### config.mk
export PLATFORM = sky130hd
export DESIGN_NAME = drac_top
export DESIGN_NICKNAME = d
export VERILOG_FILES = /design/src/logic/drac_pkg.sv /design/src/logic/write_bus_arbiter.sv /design/src/logic/rt_block_writer.sv /design/src/logic/motor_regs.sv /design/src/logic/wdog_timer.sv /design/src/logic/sample_buffer.sv /design/src/logic/drac_top.sv
export SDC_FILE = /design/constraint.sdc
export NUM_CORES = 1
export LEC_CHECK = 0
export ABC_AREA = 1
export BUFFER_PORTS_ARGS = -buffer_cell sky130_fd_sc_hd__clkbuf_2
export CAP_MARGIN = 40
export CORE_MARGIN = 1.5
export CORE_UTILIZATION = 54
export DETAILED_ROUTE_END_ITERATION = 8
export PLACE_DENSITY = 0.78
export SLEW_MARGIN = 5
export SYNTH_ARGS = -nofsm -noshare
export SYNTH_HDL_FRONTEND = slang
export SYNTH_SLANG_ARGS = --single-unit
### constraint.sdc
create_clock -name sysclk -period 3.3 [get_ports sysclk]
set_input_delay 0.495 -clock sysclk [delete_from_list [all_inputs] [get_ports sysclk]]
set_output_delay 0.495 -clock sysclk [all_outputs]
set_load 0.03 [all_outputs]
### src/logic/drac_pkg.sv
// widths, register map and status layout shared by the motor-channel logic
// address bits 7:4 pick the channel and bits 3:0 the offset; bits 15:8 are don't-care
// channel 0 is the board, channels 1..NUM_MOTORS are motor channels
package drac_pkg;

    localparam int NUM_MOTORS       = 4;
    localparam int NUM_SAMPLE_QUADS = NUM_MOTORS + 2;   // timestamp, status, setpoints

    typedef logic [15:0] reg_addr_t;
    typedef logic [31:0] reg_data_t;
    typedef logic [3:0]  chan_t;
    typedef logic [3:0]  ofs_t;          // register offset within a channel
    typedef logic [5:0]  sample_addr_t;
    typedef logic [31:0] timestamp_t;
    typedef logic [15:0] setpoint_t;     // low half of a quadlet
    typedef logic [NUM_MOTORS-1:0] amp_mask_t;
    typedef logic [$clog2(NUM_MOTORS)-1:0] motor_idx_t;
    typedef logic [$clog2(NUM_MOTORS+1)-1:0] quad_idx_t;      // 0..NUM_MOTORS
    typedef logic [$clog2(NUM_SAMPLE_QUADS)-1:0] sample_idx_t;

    localparam chan_t BOARD_CHAN      = 4'd0;
    localparam ofs_t  OFS_STATUS      = 4'd0;   // board, read only
    localparam ofs_t  OFS_WDOG_PERIOD = 4'd3;   // board
    localparam ofs_t  OFS_SETPOINT    = 4'd0;   // motor
    localparam ofs_t  OFS_AMP_EN      = 4'd1;   // motor, bit 0

    localparam int STAT_TIMEOUT_BIT = 8;
    localparam int STAT_AMP_LSB     = 16;

    typedef enum logic [1:0] {HOST, BLOCK, DRAIN} arb_state_e;
    typedef enum logic {IDLE, ACTIVE} bw_state_e;

    function automatic chan_t addr_chan(input reg_addr_t addr);
        return addr[7:4];
    endfunction

    function automatic ofs_t addr_ofs(input reg_addr_t addr);
        return addr[3:0];
    endfunction

    function automatic reg_addr_t make_addr(input chan_t ch, input ofs_t ofs);
        return {8'h00, ch, ofs};
    endfunction

    // board status quadlet, also copied into the sample buffer
    function automatic reg_data_t status_word(input chan_t id, input logic timeout,
                                              input amp_mask_t amp_en);
        reg_data_t w;
        w = '0;
        w[3:0] = id;
        w[STAT_TIMEOUT_BIT] = timeout;
        w[STAT_AMP_LSB +: NUM_MOTORS] = amp_en;
        return w;
    endfunction

endpackage

### src/logic/write_bus_arbiter.sv
`timescale 1ns/1ps
// one registered write bus; the block writer owns it whenever bw_write_en is high
// a single host write can wait out a block and is replayed right after it
// host writes arriving while that slot is full are lost
module write_bus_arbiter (
    input  logic                sysclk,
    input  logic                rst_n,
    input  logic                reg_wen,
    input  drac_pkg::reg_addr_t reg_waddr,
    input  drac_pkg::reg_data_t reg_wdata,
    input  logic                bw_write_en,
    input  logic                bw_reg_wen,
    input  drac_pkg::reg_addr_t bw_reg_waddr,
    input  drac_pkg::reg_data_t bw_reg_wdata,
    output logic                bus_wen,
    output drac_pkg::reg_addr_t bus_waddr,
    output drac_pkg::reg_data_t bus_wdata
);

    drac_pkg::arb_state_e arb_state;
    logic                 pend_valid;     // host write parked during a block
    drac_pkg::reg_addr_t  pend_waddr;
    drac_pkg::reg_data_t  pend_wdata;
    logic                 pend_load;

    // park a host write while the block writer holds the bus
    assign pend_load = reg_wen && !pend_valid &&
                       (bw_write_en || arb_state == drac_pkg::BLOCK);

    always_ff @(posedge sysclk) begin
        if (!rst_n) begin
            arb_state  <= drac_pkg::HOST;
            bus_wen    <= 1'b0;
            pend_valid <= 1'b0;
        end else begin
            bus_wen <= 1'b0;
            if (bw_write_en) begin
                arb_state <= drac_pkg::BLOCK;
                bus_wen   <= bw_reg_wen;     // block writer straight through
                bus_waddr <= bw_reg_waddr;
                bus_wdata <= bw_reg_wdata;
            end else begin
                case (arb_state)
                    drac_pkg::BLOCK: arb_state <= drac_pkg::DRAIN;   // block just ended
                    drac_pkg::DRAIN: begin
                        bus_wen    <= pend_valid;   // replay the parked write
                        bus_waddr  <= pend_waddr;
                        bus_wdata  <= pend_wdata;
                        pend_valid <= reg_wen;      // a write here waits one more cycle
                        pend_waddr <= reg_waddr;
                        pend_wdata <= reg_wdata;
                        arb_state  <= reg_wen ? drac_pkg::DRAIN : drac_pkg::HOST;
                    end
                    default: begin
                        bus_wen   <= reg_wen;       // plain host path
                        bus_waddr <= reg_waddr;
                        bus_wdata <= reg_wdata;
                    end
                endcase
            end
            if (pend_load) begin
                pend_valid <= 1'b1;
                pend_waddr <= reg_waddr;
                pend_wdata <= reg_wdata;
            end
        end
    end

    // only one host write may be outstanding across a block
    a_single_pending: assert property (@(posedge sysclk) disable iff (!rst_n)
        (reg_wen && pend_valid) |-> (arb_state == drac_pkg::DRAIN && !bw_write_en));

endmodule

### src/logic/rt_block_writer.sv
`timescale 1ns/1ps
// maps the k-th quadlet of a real-time block to the setpoint of channel k+1
// quadlets past NUM_MOTORS are dropped; a new blk_wstart restarts the count
module rt_block_writer (
    input  logic                sysclk,
    input  logic                rst_n,
    input  logic                blk_wstart,
    input  logic                blk_wen,
    input  drac_pkg::reg_data_t reg_wdata,
    output logic                bw_write_en,
    output logic                bw_reg_wen,
    output drac_pkg::reg_addr_t bw_reg_waddr,
    output drac_pkg::reg_data_t bw_reg_wdata
);

    drac_pkg::bw_state_e bw_state;
    drac_pkg::quad_idx_t quad_idx;     // quadlets taken so far
    drac_pkg::quad_idx_t cur_idx;      // index of the quadlet on reg_wdata now
    logic                take;

    assign cur_idx = blk_wstart ? '0 : quad_idx;    // start cycle may carry quadlet 0
    assign take    = blk_wen && (blk_wstart ||
                     (bw_state == drac_pkg::ACTIVE &&
                      quad_idx < drac_pkg::quad_idx_t'(drac_pkg::NUM_MOTORS)));
    assign bw_write_en = (bw_state == drac_pkg::ACTIVE);

    always_ff @(posedge sysclk) begin
        if (!rst_n) begin
            bw_state   <= drac_pkg::IDLE;
            quad_idx   <= '0;
            bw_reg_wen <= 1'b0;
        end else begin
            bw_reg_wen <= take;
            if (take) begin
                quad_idx     <= cur_idx + 1'b1;
                bw_reg_waddr <= drac_pkg::make_addr(drac_pkg::chan_t'(cur_idx + 1'b1),
                                                    drac_pkg::OFS_SETPOINT);
                bw_reg_wdata <= reg_wdata;
            end else if (blk_wstart) begin
                quad_idx <= '0;
            end
            if (blk_wstart) begin
                bw_state <= drac_pkg::ACTIVE;
            end else if (bw_state == drac_pkg::ACTIVE &&
                         quad_idx == drac_pkg::quad_idx_t'(drac_pkg::NUM_MOTORS)) begin
                bw_state <= drac_pkg::IDLE;   // one cycle after the last bw_reg_wen
            end
        end
    end

    // quadlets come inside a block, or as extras after a full one
    a_wen_in_block: assert property (@(posedge sysclk) disable iff (!rst_n)
        blk_wen |-> (blk_wstart || bw_state == drac_pkg::ACTIVE ||
                     quad_idx == drac_pkg::quad_idx_t'(drac_pkg::NUM_MOTORS)));

endmodule

### src/logic/motor_regs.sv
`timescale 1ns/1ps
// per-channel DAC setpoint and amplifier enable, plus the board status read port
// a watchdog timeout drops every enable and blocks enable writes until cleared
module motor_regs (
    input  logic                sysclk,
    input  logic                rst_n,
    input  logic                bus_wen,
    input  drac_pkg::reg_addr_t bus_waddr,
    input  drac_pkg::reg_data_t bus_wdata,
    input  drac_pkg::reg_addr_t reg_raddr,
    input  drac_pkg::chan_t     board_id,
    input  logic                wdog_timeout,
    output drac_pkg::reg_data_t reg_rdata,
    output drac_pkg::setpoint_t [drac_pkg::NUM_MOTORS-1:0] motor_setpoints,
    output drac_pkg::amp_mask_t amp_enable
);

    drac_pkg::reg_data_t  wdog_period;    // readback copy of the watchdog period
    drac_pkg::chan_t      wr_chan;
    drac_pkg::ofs_t       wr_ofs;
    drac_pkg::chan_t      rd_chan;
    drac_pkg::ofs_t       rd_ofs;
    drac_pkg::motor_idx_t rd_motor;       // channel 1 is entry 0

    assign wr_chan  = drac_pkg::addr_chan(bus_waddr);
    assign wr_ofs   = drac_pkg::addr_ofs(bus_waddr);
    assign rd_chan  = drac_pkg::addr_chan(reg_raddr);
    assign rd_ofs   = drac_pkg::addr_ofs(reg_raddr);
    assign rd_motor = drac_pkg::motor_idx_t'(rd_chan - 1'b1);

    always_ff @(posedge sysclk) begin
        if (!rst_n) begin
            motor_setpoints <= '0;
            amp_enable      <= '0;
            wdog_period     <= '0;   // 0 = watchdog off
        end else begin
            if (bus_wen && wr_chan == drac_pkg::BOARD_CHAN &&
                wr_ofs == drac_pkg::OFS_WDOG_PERIOD) begin
                wdog_period <= bus_wdata;
            end
            for (int m = 0; m < drac_pkg::NUM_MOTORS; m++) begin
                if (bus_wen && wr_chan == drac_pkg::chan_t'(m + 1)) begin
                    if (wr_ofs == drac_pkg::OFS_SETPOINT)
                        motor_setpoints[m] <= bus_wdata[15:0];
                    if (wr_ofs == drac_pkg::OFS_AMP_EN && !wdog_timeout)
                        amp_enable[m] <= bus_wdata[0];
                end
            end
            if (wdog_timeout)
                amp_enable <= '0;    // edge after timeout rises
        end
    end

    // same-cycle read decode
    always_comb begin
        reg_rdata = '0;              // unmapped
        if (rd_chan == drac_pkg::BOARD_CHAN) begin
            case (rd_ofs)
                drac_pkg::OFS_STATUS:
                    reg_rdata = drac_pkg::status_word(board_id, wdog_timeout, amp_enable);
                drac_pkg::OFS_WDOG_PERIOD: reg_rdata = wdog_period;
                default: ;
            endcase
        end else if (rd_chan <= drac_pkg::chan_t'(drac_pkg::NUM_MOTORS)) begin
            case (rd_ofs)
                drac_pkg::OFS_SETPOINT: reg_rdata = {16'h0000, motor_setpoints[rd_motor]};
                drac_pkg::OFS_AMP_EN:   reg_rdata = {31'h0, amp_enable[rd_motor]};
                default: ;
            endcase
        end
    end

endmodule

### src/logic/wdog_timer.sv
`timescale 1ns/1ps
// host-activity watchdog counted in raw sysclk cycles
// a period of 0 disables it
// the timeout holds until wdog_clear or a new period write
module wdog_timer (
    input  logic                sysclk,
    input  logic                rst_n,
    input  logic                bus_wen,
    input  drac_pkg::reg_addr_t bus_waddr,
    input  drac_pkg::reg_data_t bus_wdata,
    input  logic                wdog_clear,
    output logic                wdog_timeout
);

    drac_pkg::reg_data_t wdog_period;
    drac_pkg::reg_data_t wdog_count;     // cycles since last host activity
    drac_pkg::chan_t     wr_chan;
    logic                period_wr;
    logic                motor_wr;

    assign wr_chan   = drac_pkg::addr_chan(bus_waddr);
    assign period_wr = bus_wen && wr_chan == drac_pkg::BOARD_CHAN &&
                       drac_pkg::addr_ofs(bus_waddr) == drac_pkg::OFS_WDOG_PERIOD;
    assign motor_wr  = bus_wen && wr_chan != drac_pkg::BOARD_CHAN &&
                       wr_chan <= drac_pkg::chan_t'(drac_pkg::NUM_MOTORS);

    always_ff @(posedge sysclk) begin
        if (!rst_n) begin
            wdog_period  <= '0;
            wdog_count   <= '0;
            wdog_timeout <= 1'b0;
        end else if (period_wr) begin
            wdog_period  <= bus_wdata;
            wdog_count   <= '0;
            wdog_timeout <= 1'b0;
        end else if (wdog_clear) begin
            wdog_count   <= '0;
            wdog_timeout <= 1'b0;
        end else if (motor_wr) begin
            wdog_count <= '0;            // restarts the count but keeps the timeout
        end else if (wdog_period != '0 && !wdog_timeout) begin
            wdog_count <= wdog_count + 1'b1;
            if (wdog_count + 1'b1 == wdog_period)
                wdog_timeout <= 1'b1;    // P quiet cycles after a restart
        end
    end

    // a raised timeout always belongs to an enabled watchdog
    a_no_timeout_disabled: assert property (@(posedge sysclk) disable iff (!rst_n)
        wdog_timeout |-> wdog_period != '0);

endmodule

### src/logic/sample_buffer.sv
`timescale 1ns/1ps
// snapshot buffer: q0 timestamp at start, q1 status, then one setpoint per quadlet
// fills one quadlet per cycle; values are taken as they are in that cycle
// readback before the first sample is undefined
module sample_buffer (
    input  logic                   sysclk,
    input  logic                   rst_n,
    input  logic                   sample_start,
    input  drac_pkg::sample_addr_t sample_raddr,
    input  drac_pkg::chan_t        board_id,
    input  logic                   wdog_timeout,
    input  drac_pkg::amp_mask_t    amp_enable,
    input  drac_pkg::setpoint_t [drac_pkg::NUM_MOTORS-1:0] motor_setpoints,
    output logic                   sample_busy,
    output drac_pkg::reg_data_t    sample_rdata,
    output drac_pkg::timestamp_t   timestamp
);

    drac_pkg::reg_data_t   sbuf [drac_pkg::NUM_SAMPLE_QUADS];
    drac_pkg::sample_idx_t widx;         // quadlet being filled
    drac_pkg::timestamp_t  start_ts;     // timestamp at the start pulse
    drac_pkg::reg_data_t   quad_val;
    logic                  start_ok;

    assign start_ok = sample_start && !sample_busy;   // start while busy is dropped

    always_comb begin
        if (widx == '0)
            quad_val = start_ts;
        else if (widx == drac_pkg::sample_idx_t'(1))
            quad_val = drac_pkg::status_word(board_id, wdog_timeout, amp_enable);
        else
            quad_val = {16'h0000, motor_setpoints[drac_pkg::motor_idx_t'(widx - 2'd2)]};
    end

    always_ff @(posedge sysclk) begin
        if (!rst_n) begin
            timestamp   <= '0;
            sample_busy <= 1'b0;
            widx        <= '0;
        end else begin
            timestamp <= timestamp + 1'b1;   // free running
            if (start_ok) begin
                sample_busy <= 1'b1;
                widx        <= '0;
            end else if (sample_busy) begin
                widx <= widx + 1'b1;
                if (widx == drac_pkg::sample_idx_t'(drac_pkg::NUM_SAMPLE_QUADS - 1))
                    sample_busy <= 1'b0;     // NUM_SAMPLE_QUADS busy cycles
            end
        end
    end

    always_ff @(posedge sysclk) begin
        if (start_ok)
            start_ts <= timestamp;
        if (sample_busy)
            sbuf[widx] <= quad_val;
    end

    assign sample_rdata =
        (sample_raddr < drac_pkg::sample_addr_t'(drac_pkg::NUM_SAMPLE_QUADS)) ?
        sbuf[drac_pkg::sample_idx_t'(sample_raddr)] : '0;

endmodule

### src/logic/drac_top.sv
`timescale 1ns/1ps
// four-channel motor register side, single sysclk domain
// host writes and real-time blocks share one write bus through the arbiter
module drac_top (
    input  logic                   sysclk,
    input  logic                   rst_n,
    input  drac_pkg::reg_addr_t    reg_waddr,
    input  drac_pkg::reg_data_t    reg_wdata,
    input  logic                   reg_wen,
    input  logic                   blk_wstart,
    input  logic                   blk_wen,
    input  drac_pkg::reg_addr_t    reg_raddr,
    output drac_pkg::reg_data_t    reg_rdata,
    input  logic                   sample_start,
    output logic                   sample_busy,
    input  drac_pkg::sample_addr_t sample_raddr,
    output drac_pkg::reg_data_t    sample_rdata,
    input  logic                   wdog_clear,
    input  drac_pkg::chan_t        board_id,
    output logic                   wdog_timeout,
    output drac_pkg::amp_mask_t    amp_enable,
    output drac_pkg::setpoint_t [drac_pkg::NUM_MOTORS-1:0] motor_setpoints
);

    logic                bw_write_en;    // block writer owns the bus
    logic                bw_reg_wen;
    drac_pkg::reg_addr_t bw_reg_waddr;
    drac_pkg::reg_data_t bw_reg_wdata;
    logic                bus_wen;        // shared write bus
    drac_pkg::reg_addr_t bus_waddr;
    drac_pkg::reg_data_t bus_wdata;

    rt_block_writer bw (
        .sysclk(sysclk), .rst_n(rst_n),
        .blk_wstart(blk_wstart), .blk_wen(blk_wen), .reg_wdata(reg_wdata),
        .bw_write_en(bw_write_en), .bw_reg_wen(bw_reg_wen),
        .bw_reg_waddr(bw_reg_waddr), .bw_reg_wdata(bw_reg_wdata)
    );

    write_bus_arbiter arb (
        .sysclk(sysclk), .rst_n(rst_n),
        .reg_wen(reg_wen), .reg_waddr(reg_waddr), .reg_wdata(reg_wdata),
        .bw_write_en(bw_write_en), .bw_reg_wen(bw_reg_wen),
        .bw_reg_waddr(bw_reg_waddr), .bw_reg_wdata(bw_reg_wdata),
        .bus_wen(bus_wen), .bus_waddr(bus_waddr), .bus_wdata(bus_wdata)
    );

    motor_regs regs (
        .sysclk(sysclk), .rst_n(rst_n),
        .bus_wen(bus_wen), .bus_waddr(bus_waddr), .bus_wdata(bus_wdata),
        .reg_raddr(reg_raddr), .board_id(board_id), .wdog_timeout(wdog_timeout),
        .reg_rdata(reg_rdata), .motor_setpoints(motor_setpoints),
        .amp_enable(amp_enable)
    );

    wdog_timer wdog (
        .sysclk(sysclk), .rst_n(rst_n),
        .bus_wen(bus_wen), .bus_waddr(bus_waddr), .bus_wdata(bus_wdata),
        .wdog_clear(wdog_clear), .wdog_timeout(wdog_timeout)
    );

    // timestamp stays internal to the sampler
    sample_buffer sampler (
        .sysclk(sysclk), .rst_n(rst_n),
        .sample_start(sample_start), .sample_raddr(sample_raddr),
        .board_id(board_id), .wdog_timeout(wdog_timeout),
        .amp_enable(amp_enable), .motor_setpoints(motor_setpoints),
        .sample_busy(sample_busy), .sample_rdata(sample_rdata),
        .timestamp()
    );

endmodule

After elaboration in Yosys (flattened, before gate mapping)
Memories as Yosys holds them, arrays and structs flattened. Cells that the tools add are included.

Register bits: 326. Bits in writable memories: 192. Bits of input ports: 81. Output and inout port bits: 134. Logic and storage cells: 151. Memories: 1.

Add/subtract/negate cells: 7. Order comparisons: 6. Eq/ne operators: 16. Mux-type cells: 40. Bitwise gates (word level): 2. Reduce and logical (&&, ||, !) cells: 50.

Memory list: sampler.sbuf (depth 6, width 32, rd ports 1, clocked after memory_dff 0, write ports 1, RTL line sample_buffer.sv:19) `drac_pkg::reg_data_t sbuf [drac_pkg::NUM_SAMPLE_QUADS];`.

Operator list (number): 32-bit 2-to-1 mux (8); 32-bit one-hot mux with 2 select lines (2); 32-bit by 1-bit adder with 32-bit output, second input constant (2); 16-bit binary-select mux with 2-bit select (2); 32-bit == test (1); 16-bit 2-to-1 mux (2); 8-bit 2-to-1 mux (4); 16-bit one-hot mux with 2 select lines (1); 32-bit nonzero test (1); 2-bit AND reduction (11); 20-bit 2-to-1 mux (1); 4-bit by 2-bit == test with 1-bit output, second input constant (4); 1-bit logical AND (16); 4-bit logical NOT (4); 8-bit one-hot mux with 2 select lines (1); 1-bit 2-to-1 mux (13); 4-bit by 1-bit == test with 1-bit output, second input constant (3); 4-bit by 3-bit <= comparator with 1-bit output, second input constant (2); 3-bit by 1-bit adder with 3-bit output, second input constant (2); 3-bit == test, second input constant (2); 2-bit by 3-bit less-than comparator with 1-bit output, second input constant (2); 6-bit by 3-bit less-than comparator with 1-bit output, second input constant (1); 3-bit 2-to-1 mux (2); 3-bit AND reduction (2); 24 further kinds (32).

Depth between registers and ports, before layout
Gate-level depths: netlist (run 1).

Depth after elaboration: 6. Gate-level depth with buffers: 16. Mapped depth without buffers: 16.

By module
A second synthesis (run 1) with hierarchy kept.

Cells, all modules: 3058. Area, all modules: 26253.9 µm².

Modules (own cells, without submodules): sample_buffer (instances 1, cells each 1133, area each 11392.2 µm²); motor_regs (instances 1, cells each 842, area each 5226.3 µm²); write_bus_arbiter (instances 1, cells each 347, area each 4161.5 µm²); wdog_timer (instances 1, cells each 649, area each 4037.6 µm²); rt_block_writer (instances 1, cells each 87, area each 1436.4 µm²).

Worst setup path before layout (run 1)
No wires, ideal clock.

Path type: input port to flip-flop. Start: input port rst_n. End: register arb.pend_waddr[0] (enable). Setup time: 0.437 ns. Data arrival time: 2.783 ns. Data required time: 2.863 ns. Path slack: 0.080 ns. Cell stages on the path: 4. Cells stage by stage: buf_2 -> clkinv_1 -> clkbuf_1 -> nor2_1.

Word-level cells in the longest chain between the ends: 1.

RTL lines: start, declared (RTL line drac_top.sv:6) `input logic rst_n,`; 3-bit AND reduction (no source line); end signal, assigned (RTL line write_bus_arbiter.sv:50) `pend_waddr <= reg_waddr;`; end signal, assigned (RTL line write_bus_arbiter.sv:63) `pend_waddr <= reg_waddr;`; end, declared (RTL line write_bus_arbiter.sv:22) `drac_pkg::reg_addr_t pend_waddr;`.

Every way passes these cells. A chain may end at the register's enable or synchronous reset.

Final worst setup path (run 1)
Start: input port reg_raddr[4]. End: output port reg_rdata[5].

Word-level cells in the longest chain between the ends: 6. Elaborated cells between the ends (all ways): 8. Those cells by class: 1 x add/sub; 1 x order compare; 5 x mux; 1 x reduce/logical.

RTL lines: start, declared (RTL line drac_top.sv:12) `input drac_pkg::reg_addr_t reg_raddr,`; 2-bit by 1-bit subtractor with 2-bit output (RTL line motor_regs.sv:29) `assign rd_motor = drac_pkg::motor_idx_t'(rd_chan - 1'b1);`; 16-bit binary-select mux with 2-bit select (RTL line motor_regs.sv:66) `drac_pkg::OFS_SETPOINT: reg_rdata = {16'h0000, motor_setpoints[rd_motor]};`; 16-bit 2-to-1 mux (not written as such) (RTL line motor_regs.sv:66); 16-bit one-hot mux with 2 select lines (RTL line motor_regs.sv:65) `case (rd_ofs)`; 32-bit 2-to-1 mux (RTL line motor_regs.sv:64) `end else if (rd_chan <= drac_pkg::chan_t'(drac_pkg::NUM_MOTORS)) begin`; 32-bit 2-to-1 mux (*) (RTL line motor_regs.sv:57) `if (rd_chan == drac_pkg::BOARD_CHAN) begin`; end, declared (RTL line drac_top.sv:13) `output drac_pkg::reg_data_t reg_rdata,`.

Every way passes the cells marked *; elsewhere a longest branch is shown, timed or not. The select of a mux whose other input is x is not followed.

==> summary.txt, run 1 <==
Status
  – Outcome: complete, but fails checks
  – Failing checks: design-rule violations

Critical path
  – Reg-to-reg startpoint: sampler.widx[0]$_SDFFE_PP0P_
  – Category of cells accounting for the largest share of critical-path delay: buffers and inverters
  – Logic depth of the worst setup path including buffers: 9
  – Sum of buffers and inverters on the critical path: 4
  – Highest-delay cell along the critical path: inv_1
  – Crit path largest cell delay: 380 ps
  – Cells along the critical path: clkbuf_2, inv_1, ha_1, inv_1, o21ai_0, o22ai_1, nand2_1, o21ai_0, clkbuf_2
  – Data required time of the critical path: 2800 ps
  – Kind of launch point of the worst setup path: input port
  – Kind of end point of the critical path: output port
  – Length in cells of the worst reg-to-reg path: 6
  – Critical path class: in -> out
  – Critical register-to-register path endpoint: sampler.sbuf[1][18]$_DFFE_PP_
  – CP max FO: 12
  – Arrival time at the worst endpoint: 2430 ps
  – Worst R2R Setup Slack: 550 ps

Place
  – Placer's final routability congestion estimate: 0.9469
  – PortBufs: 198
  – Total half-perimeter wirelength after legalization and detailed placement: 43.65 mm
  – Post-Place Cells: 3097

Drt
  – Remaining routing DRC violations: 2
  – DR vias/cell: 5.973
  – TritonRoute pass-1 iters: 8
  – Via total after detailed routing: 19090
  – Total wirelength of the detailed-routed design: 65.14 mm
  – WL per Instance: 20.38 µm
  – DRT iter0 DRCs: 2473
  – ANT nets after route: 0

Clock network
  – Maximum buffer depth of the clock tree: 3
  – Total clock sinks: 518
  – Clock latency at the later pin of the worst-skew pair: 600 ps
  – Number of H-tree levels: 2
  – Post_cts resized: 0
  – Inserted Clock Buffers: 52
  – CTS tree: done
  – CTS Hold Bufs: 0
  – Post-CTS setup buffer count: 0
  – Clock transition time at the flip-flop clock pins of the worst setup and hold paths: 60 ps
  – Clock Root Buffer: clkbuf_16

Timing
  – Time the final worst path needs with I/O delays and setup: 2922 ps
  – Number of pins exceeding their max-slew limit in the final report: 0
  – Fin Setup TNS: 0 ps
  – Portion of the clock cycle consumed by the worst path in the final layout: 88.54%
  – Final Hold Vio Count: 0
  – Peak clock frequency supported by timing: 342.2 MHz
  – Setup Skew: 22.54 ps
  – Setup-failing EPs final: 0
  – RSZ-0062 raised after global routing: false
  – Worst Max-Slew Pin Slew: 891.9 ps
  – Relative slew slack: 40.26%

Cells and area
  – Register with the most flip-flops: sampler.sbuf
  – Most frequent standard cell in the layout excluding fill and tap cells: nand2_1
  – Nets@finish: 2710
  – Synth-to-Final Area Change: 15.32%
  – Fraction of layout instances using a drive strength above 1: 14.04%
  – Largest registers: sampler.sbuf: 192 flops, regs.motor_setpoints: 64 flops
  – Number of flip-flops under the largest register name: 192
  – Final-layout fill cell count: 3259
  – Most used cells in the layout excluding fill and tap cells: nand2_1, edfxtp_1, nor2_1, o21ai_0, clkbuf_2
  – Non-filler instance count after layout: 3196

Floorplanning
  – Starting density of the core: 55.06%
  – Placeable Area: 0.04111 mm²
  – Die area: 0.04315 mm²
  – I/O pin count: 215
  – Std cell rows: 74
  – Chip Height: 207.7 µm
  – Die width: 207.7 µm

Yosys
  – Post-synth EDFFs: 340
  – Number of warning messages in the yosys log: 0
  – Synthesized netlist cell count: 2447
  – Post-Synthesis Cell Area: 0.02263 mm²
  – Syn nets: 2537
  – Number of flip-flops and latches in the synthesized netlist: 518
  – Leading register cell type out of synthesis: edfxtp_1
  – Sequential fraction of the synthesis area: 60.85%
  – Ys async rst share: 0%
  – Post-synthesis area per instance: 9.250 µm²
  – Number of distinct library cell variants in the gate-level netlist after synthesis: 48

Global routing
  – Busiest layer in global routing: met2
  – Vias in the first global route: 17860
  – Gr usage total: 29.45%
  – Initial antenna violation count: 2
  – Pin count of the biggest net entering global routing: 106
  – Met1 track utilization from global routing: 41.16%
  – Residual overflow from global routing: 0
  – GR Util met2: 44.90%
  – Global-route wire length before repair: 99.28 mm
  – Met3 demand-to-capacity share in global routing: 6.248%

Power and ir drop
  – Pwr Density: 548.1 mW/mm²
  – Worst ir drop on vdd: 0.6360 mV
  – Leakage: 9.913 nW

Hold path
  – Launch point of the worst hold path: reg_waddr[4]
  – Tightest Hold Check Type: in -> reg
  – Cell count of the worst hold path: 1
  – Hold-critical path endpoint: arb.pend_waddr[4]$_DFFE_PP_

Run
  – Maximum Capacitance Violations: 0
-- area by class of cell --
type / count / area, µm² / share of cell area [%]
Clock buffer: 70 / 1430 / 5.479
Multi-Input combinational cell: 1618 / 7741 / 29.66
Tap cell: 532 / 665.6 / 2.550
Sequential cell: 518 / 13770 / 52.77
Antenna cell: 1 / 2.502 / 0.009587
Inverter: 183 / 686.9 / 2.632
Timing Repair Buffer: 247 / 1496 / 5.733
Clock inverter: 27 / 306.5 / 1.174
-- synthesized netlist by cell type, types with 2 or more instances --
cell	n	area [µm²]
nand2_1	402	1509
edfxtp_1	340	10210
nor2_1	335	1257
o21ai_0	301	1506
nand3_1	182	910.9
a21oi_1	181	905.9
inv_1	179	671.9
dfxtp_1	178	3563
clkbuf_1	122	457.9
o22ai_1	54	337.8
a211oi_1	33	247.7
a31oi_1	20	125.1
nor3_1	19	95.09
ha_1	9	112.6
nor2_4	8	90.09
nand2_2	7	43.79
nor2_2	6	37.54
nor4_1	6	37.54
o21ai_1	6	30.03
xor2_1	6	52.55
buf_1	5	18.77
o21a_1	5	37.54
o31ai_1	4	30.03
clkinv_1	3	11.26
nand2_4	3	33.78
nand4_1	3	18.77
o211ai_1	3	22.52
o32ai_1	3	26.28
xnor2_1	3	26.28
and3_1	2	12.51
nor3_2	2	20.02
-- through the flow --
step           cell area (µm²)  power, mW  utilization, %  setup WS (ps)  hold slack, ps
5_1_grt                  26100      14.70           63.50          302.8           89.62
2_1_floorplan            22630      7.992               -          79.68           408.2
3_5_place_dp             24340      8.398           59.20          464.7           429.1
3_3_place_gp             24210      8.336           58.88          480.1           426.1
6_report                 26100      14.31           63.50          378.1           93.03
4_1_cts                  26070      14.33           63.42          451.4           77.71
-- power by group --
group / internal [mW] / switching, mW / total (mW)
logic: 0.284 / 0.744 / 1.03
registers: 7.16 / 0.112 / 7.27
clock network: 3.52 / 2.49 / 6.01
-- cell families after synthesis --
group	count (synthesis)	share of synthesized area (%)
buffers and inverters	311	5.163
xor gates and xnor gates	10	0.4478
adders and majority gates	9	0.4975
DFF	518	60.85
AOI/OAI and AO/OA	617	14.73
and+or+nand+nor	982	18.31
-- per-layer routing --
| layer | vias up | wire length (µm) |
|---|---|---|
| met1 | 9005 | 26630 |
| met4 | 0 | 2508 |
| met5 | - | 0 |
| met3 | 155 | 6996 |
| met2 | 1096 | 29010 |
| li1 | 8834 | - |
-- how the worst max path moves through the flow --
stage	start	to	slack, ps
after CTS	reg_raddr[4]	reg_rdata[5]	450
after global routing	reg_raddr[4]	reg_rdata[5]	300
after global placement	reg_raddr[4]	reg_rdata[5]	480
after floorplan	rst_n	arb.pend_waddr[0]$_DFFE_PP_	80
after detailed placement	reg_raddr[4]	reg_rdata[5]	460
final	reg_raddr[4]	reg_rdata[5]	380
No activity file was read; power rests on OpenSTA's default activity.
==> inputs of run 2 (changes only) <==
Settings changed: CORE_MARGIN 1.5 to 2.
==> summary.txt, run 2 (synthesized netlist as in run 1, its figures left out) <==
Floorplanning
  – Starting density of the core: 54.32%
  – Die area: 0.04357 mm²
  – Die width: 208.7 µm
  – Placeable Area: 0.04167 mm²
  – I/O pin count: 215
  – Chip Height: 208.7 µm
  – Std cell rows: 75

Clock network
  – Inserted Clock Buffers: 51
  – Clock latency at the later pin of the worst-skew pair: 600 ps
  – Clock Root Buffer: clkbuf_16
  – Total clock sinks: 518
  – CTS Hold Bufs: 0
  – CTS tree: done
  – Post-CTS setup buffer count: 0
  – Clock transition time at the flip-flop clock pins of the worst setup and hold paths: 60 ps
  – Maximum buffer depth of the clock tree: 3
  – Number of H-tree levels: 2
  – Post_cts resized: 0

Cells and area
  – Cell area after layout: 0.02611 mm²
  – Antenna fix cells: 0
  – Most used cells in the layout excluding fill and tap cells: nand2_1, edfxtp_1, nor2_1, o21ai_0, clkbuf_2
  – Nets@finish: 2715
  – Non-filler instance count after layout: 3206
  – Largest registers: sampler.sbuf: 192 flops, regs.motor_setpoints: 64 flops
  – Number of flip-flops under the largest register name: 192
  – Synth-to-Final Area Change: 15.33%
  – Fraction of layout instances using a drive strength above 1: 14.17%
  – Most frequent standard cell in the layout excluding fill and tap cells: nand2_1
  – Register with the most flip-flops: sampler.sbuf
  – Final core area utilization: 62.65%

Timing
  – RSZ-0062 raised after global routing: false
  – Number of pins exceeding their max-slew limit in the final report: 0
  – Peak clock frequency supported by timing: 339.6 MHz
  – Relative slew slack: 38.08%
  – Final Hold Vio Count: 0
  – Portion of the clock cycle consumed by the worst path in the final layout: 89.23%
  – Time the final worst path needs with I/O delays and setup: 2945 ps
  – Setup Skew: 21.75 ps
  – Setup-failing EPs final: 0
  – Worst Max-Slew Pin Slew: 927.8 ps
  – Fin Setup TNS: 0 ps
  – PnR worst setup slack: 355.4 ps
  – WHS: 89.28 ps

Power and ir drop
  – Pwr Density: 540.7 mW/mm²
  – Total power consumption of the routed design: 14.12 mW
  – Worst ir drop on vdd: 0.4927 mV
  – Leakage: 9.904 nW

Drt
  – Amount of wire on met2 after detailed routing: 28.98 mm
  – DRT iter0 DRCs: 2424
  – Met3 WL post-DR: 7.014 mm
  – Via total after detailed routing: 18980
  – TritonRoute pass-1 iters: 6
  – Remaining routing DRC violations: 0
  – WL per Instance: 20.00 µm
  – Uppermost signal routing layer after detailed routing: met4
  – ANT nets after route: 0
  – DR vias/cell: 5.920
  – Total wirelength of the detailed-routed design: 64.11 mm
  – Detailed-routing wirelength on met1: 25.98 mm

Critical path
  – CP Launch Point: reg_raddr[4]
  – Highest-delay cell along the critical path: inv_1
  – Category of cells accounting for the largest share of critical-path delay: buffers and inverters
  – Sum of buffers and inverters on the critical path: 4
  – Data required time of the critical path: 2800 ps
  – Reg-to-reg startpoint: sampler.widx[0]$_SDFFE_PP0P_
  – Kind of launch point of the worst setup path: input port
  – Cells along the critical path: clkbuf_2, inv_1, ha_1, inv_1, o21ai_0, o22ai_1, nand2_1, o21ai_0, clkbuf_2
  – Arrival time at the worst endpoint: 2450 ps
  – CP max FO: 12
  – Critical path class: in -> out
  – Crit path largest cell delay: 410 ps
  – Kind of end point of the critical path: output port

Place
  – Placer's final routability congestion estimate: 1.001
  – Total placed instance area: 0.02443 mm²
  – Total half-perimeter wirelength after legalization and detailed placement: 43.69 mm
  – Worst slack after detailed placement: 409.7 ps
  – Post-Place Cells: 3111
  – PortBufs: 198

Global routing
  – Initial antenna violation count: 2
  – Gr usage total: 28.92%
  – Pin count of the biggest net entering global routing: 108
  – Global-route wire length before repair: 98.49 mm
  – Vias in the first global route: 17560
  – Residual overflow from global routing: 0

Run
  – Maximum Capacitance Violations: 0

Status
  – Outcome: finished clean

Hold path
  – Tightest Hold Check Type: in -> reg
  – Launch point of the worst hold path: reg_waddr[2]
-- run 2: changes by cell type in the layout (fill, tap and decap cells not counted), moves of 2 or more --
cell       delta
buf_4         +6
clkbuf_1      -6
clkbuf_16     -2
clkbuf_8      -2
clkinv_1      +7
clkinv_2      -3
clkinv_4      +2
-- run 2: per-layer routing --
layer	global-route usage [%]	vias up
li1	-	8839
met1	40.71	8988
met2	44.16	1028
met3	6.778	124
met4	10.25	0
met5	0	-
-- run 2: area by class of cell --
class	count	area (µm²)
Clock inverter	35	347.8
Sequential cell	518	13770
Timing Repair Buffer	253	1549
Clock buffer	60	1330
Multi-Input combinational cell	1618	7744
Fill cell	3288	15560
Inverter	183	686.9
Tap cell	539	674.4
-- run 2: final timing paths --
kind	end	slack (ps)	cells after the start
setup / recovery	reg_rdata[4]	360	9
hold / removal	arb.pend_waddr[2]$_DFFE_PP_	90	1
setup reg to reg	sampler.sbuf[0][0]$_DFFE_PP_	500	6
hold reg to reg	sampler.start_ts[18]$_DFFE_PP_	430	0
-- run 2: power breakdown --
part / leakage [nW] / internal (mW) / total (mW) / switching [mW]
combinational: 4.49 / 0.286 / 1.03 / 0.742
sequential: 4.60 / 7.16 / 7.27 / 0.114
clock: 0.810 / 3.30 / 5.82 / 2.52
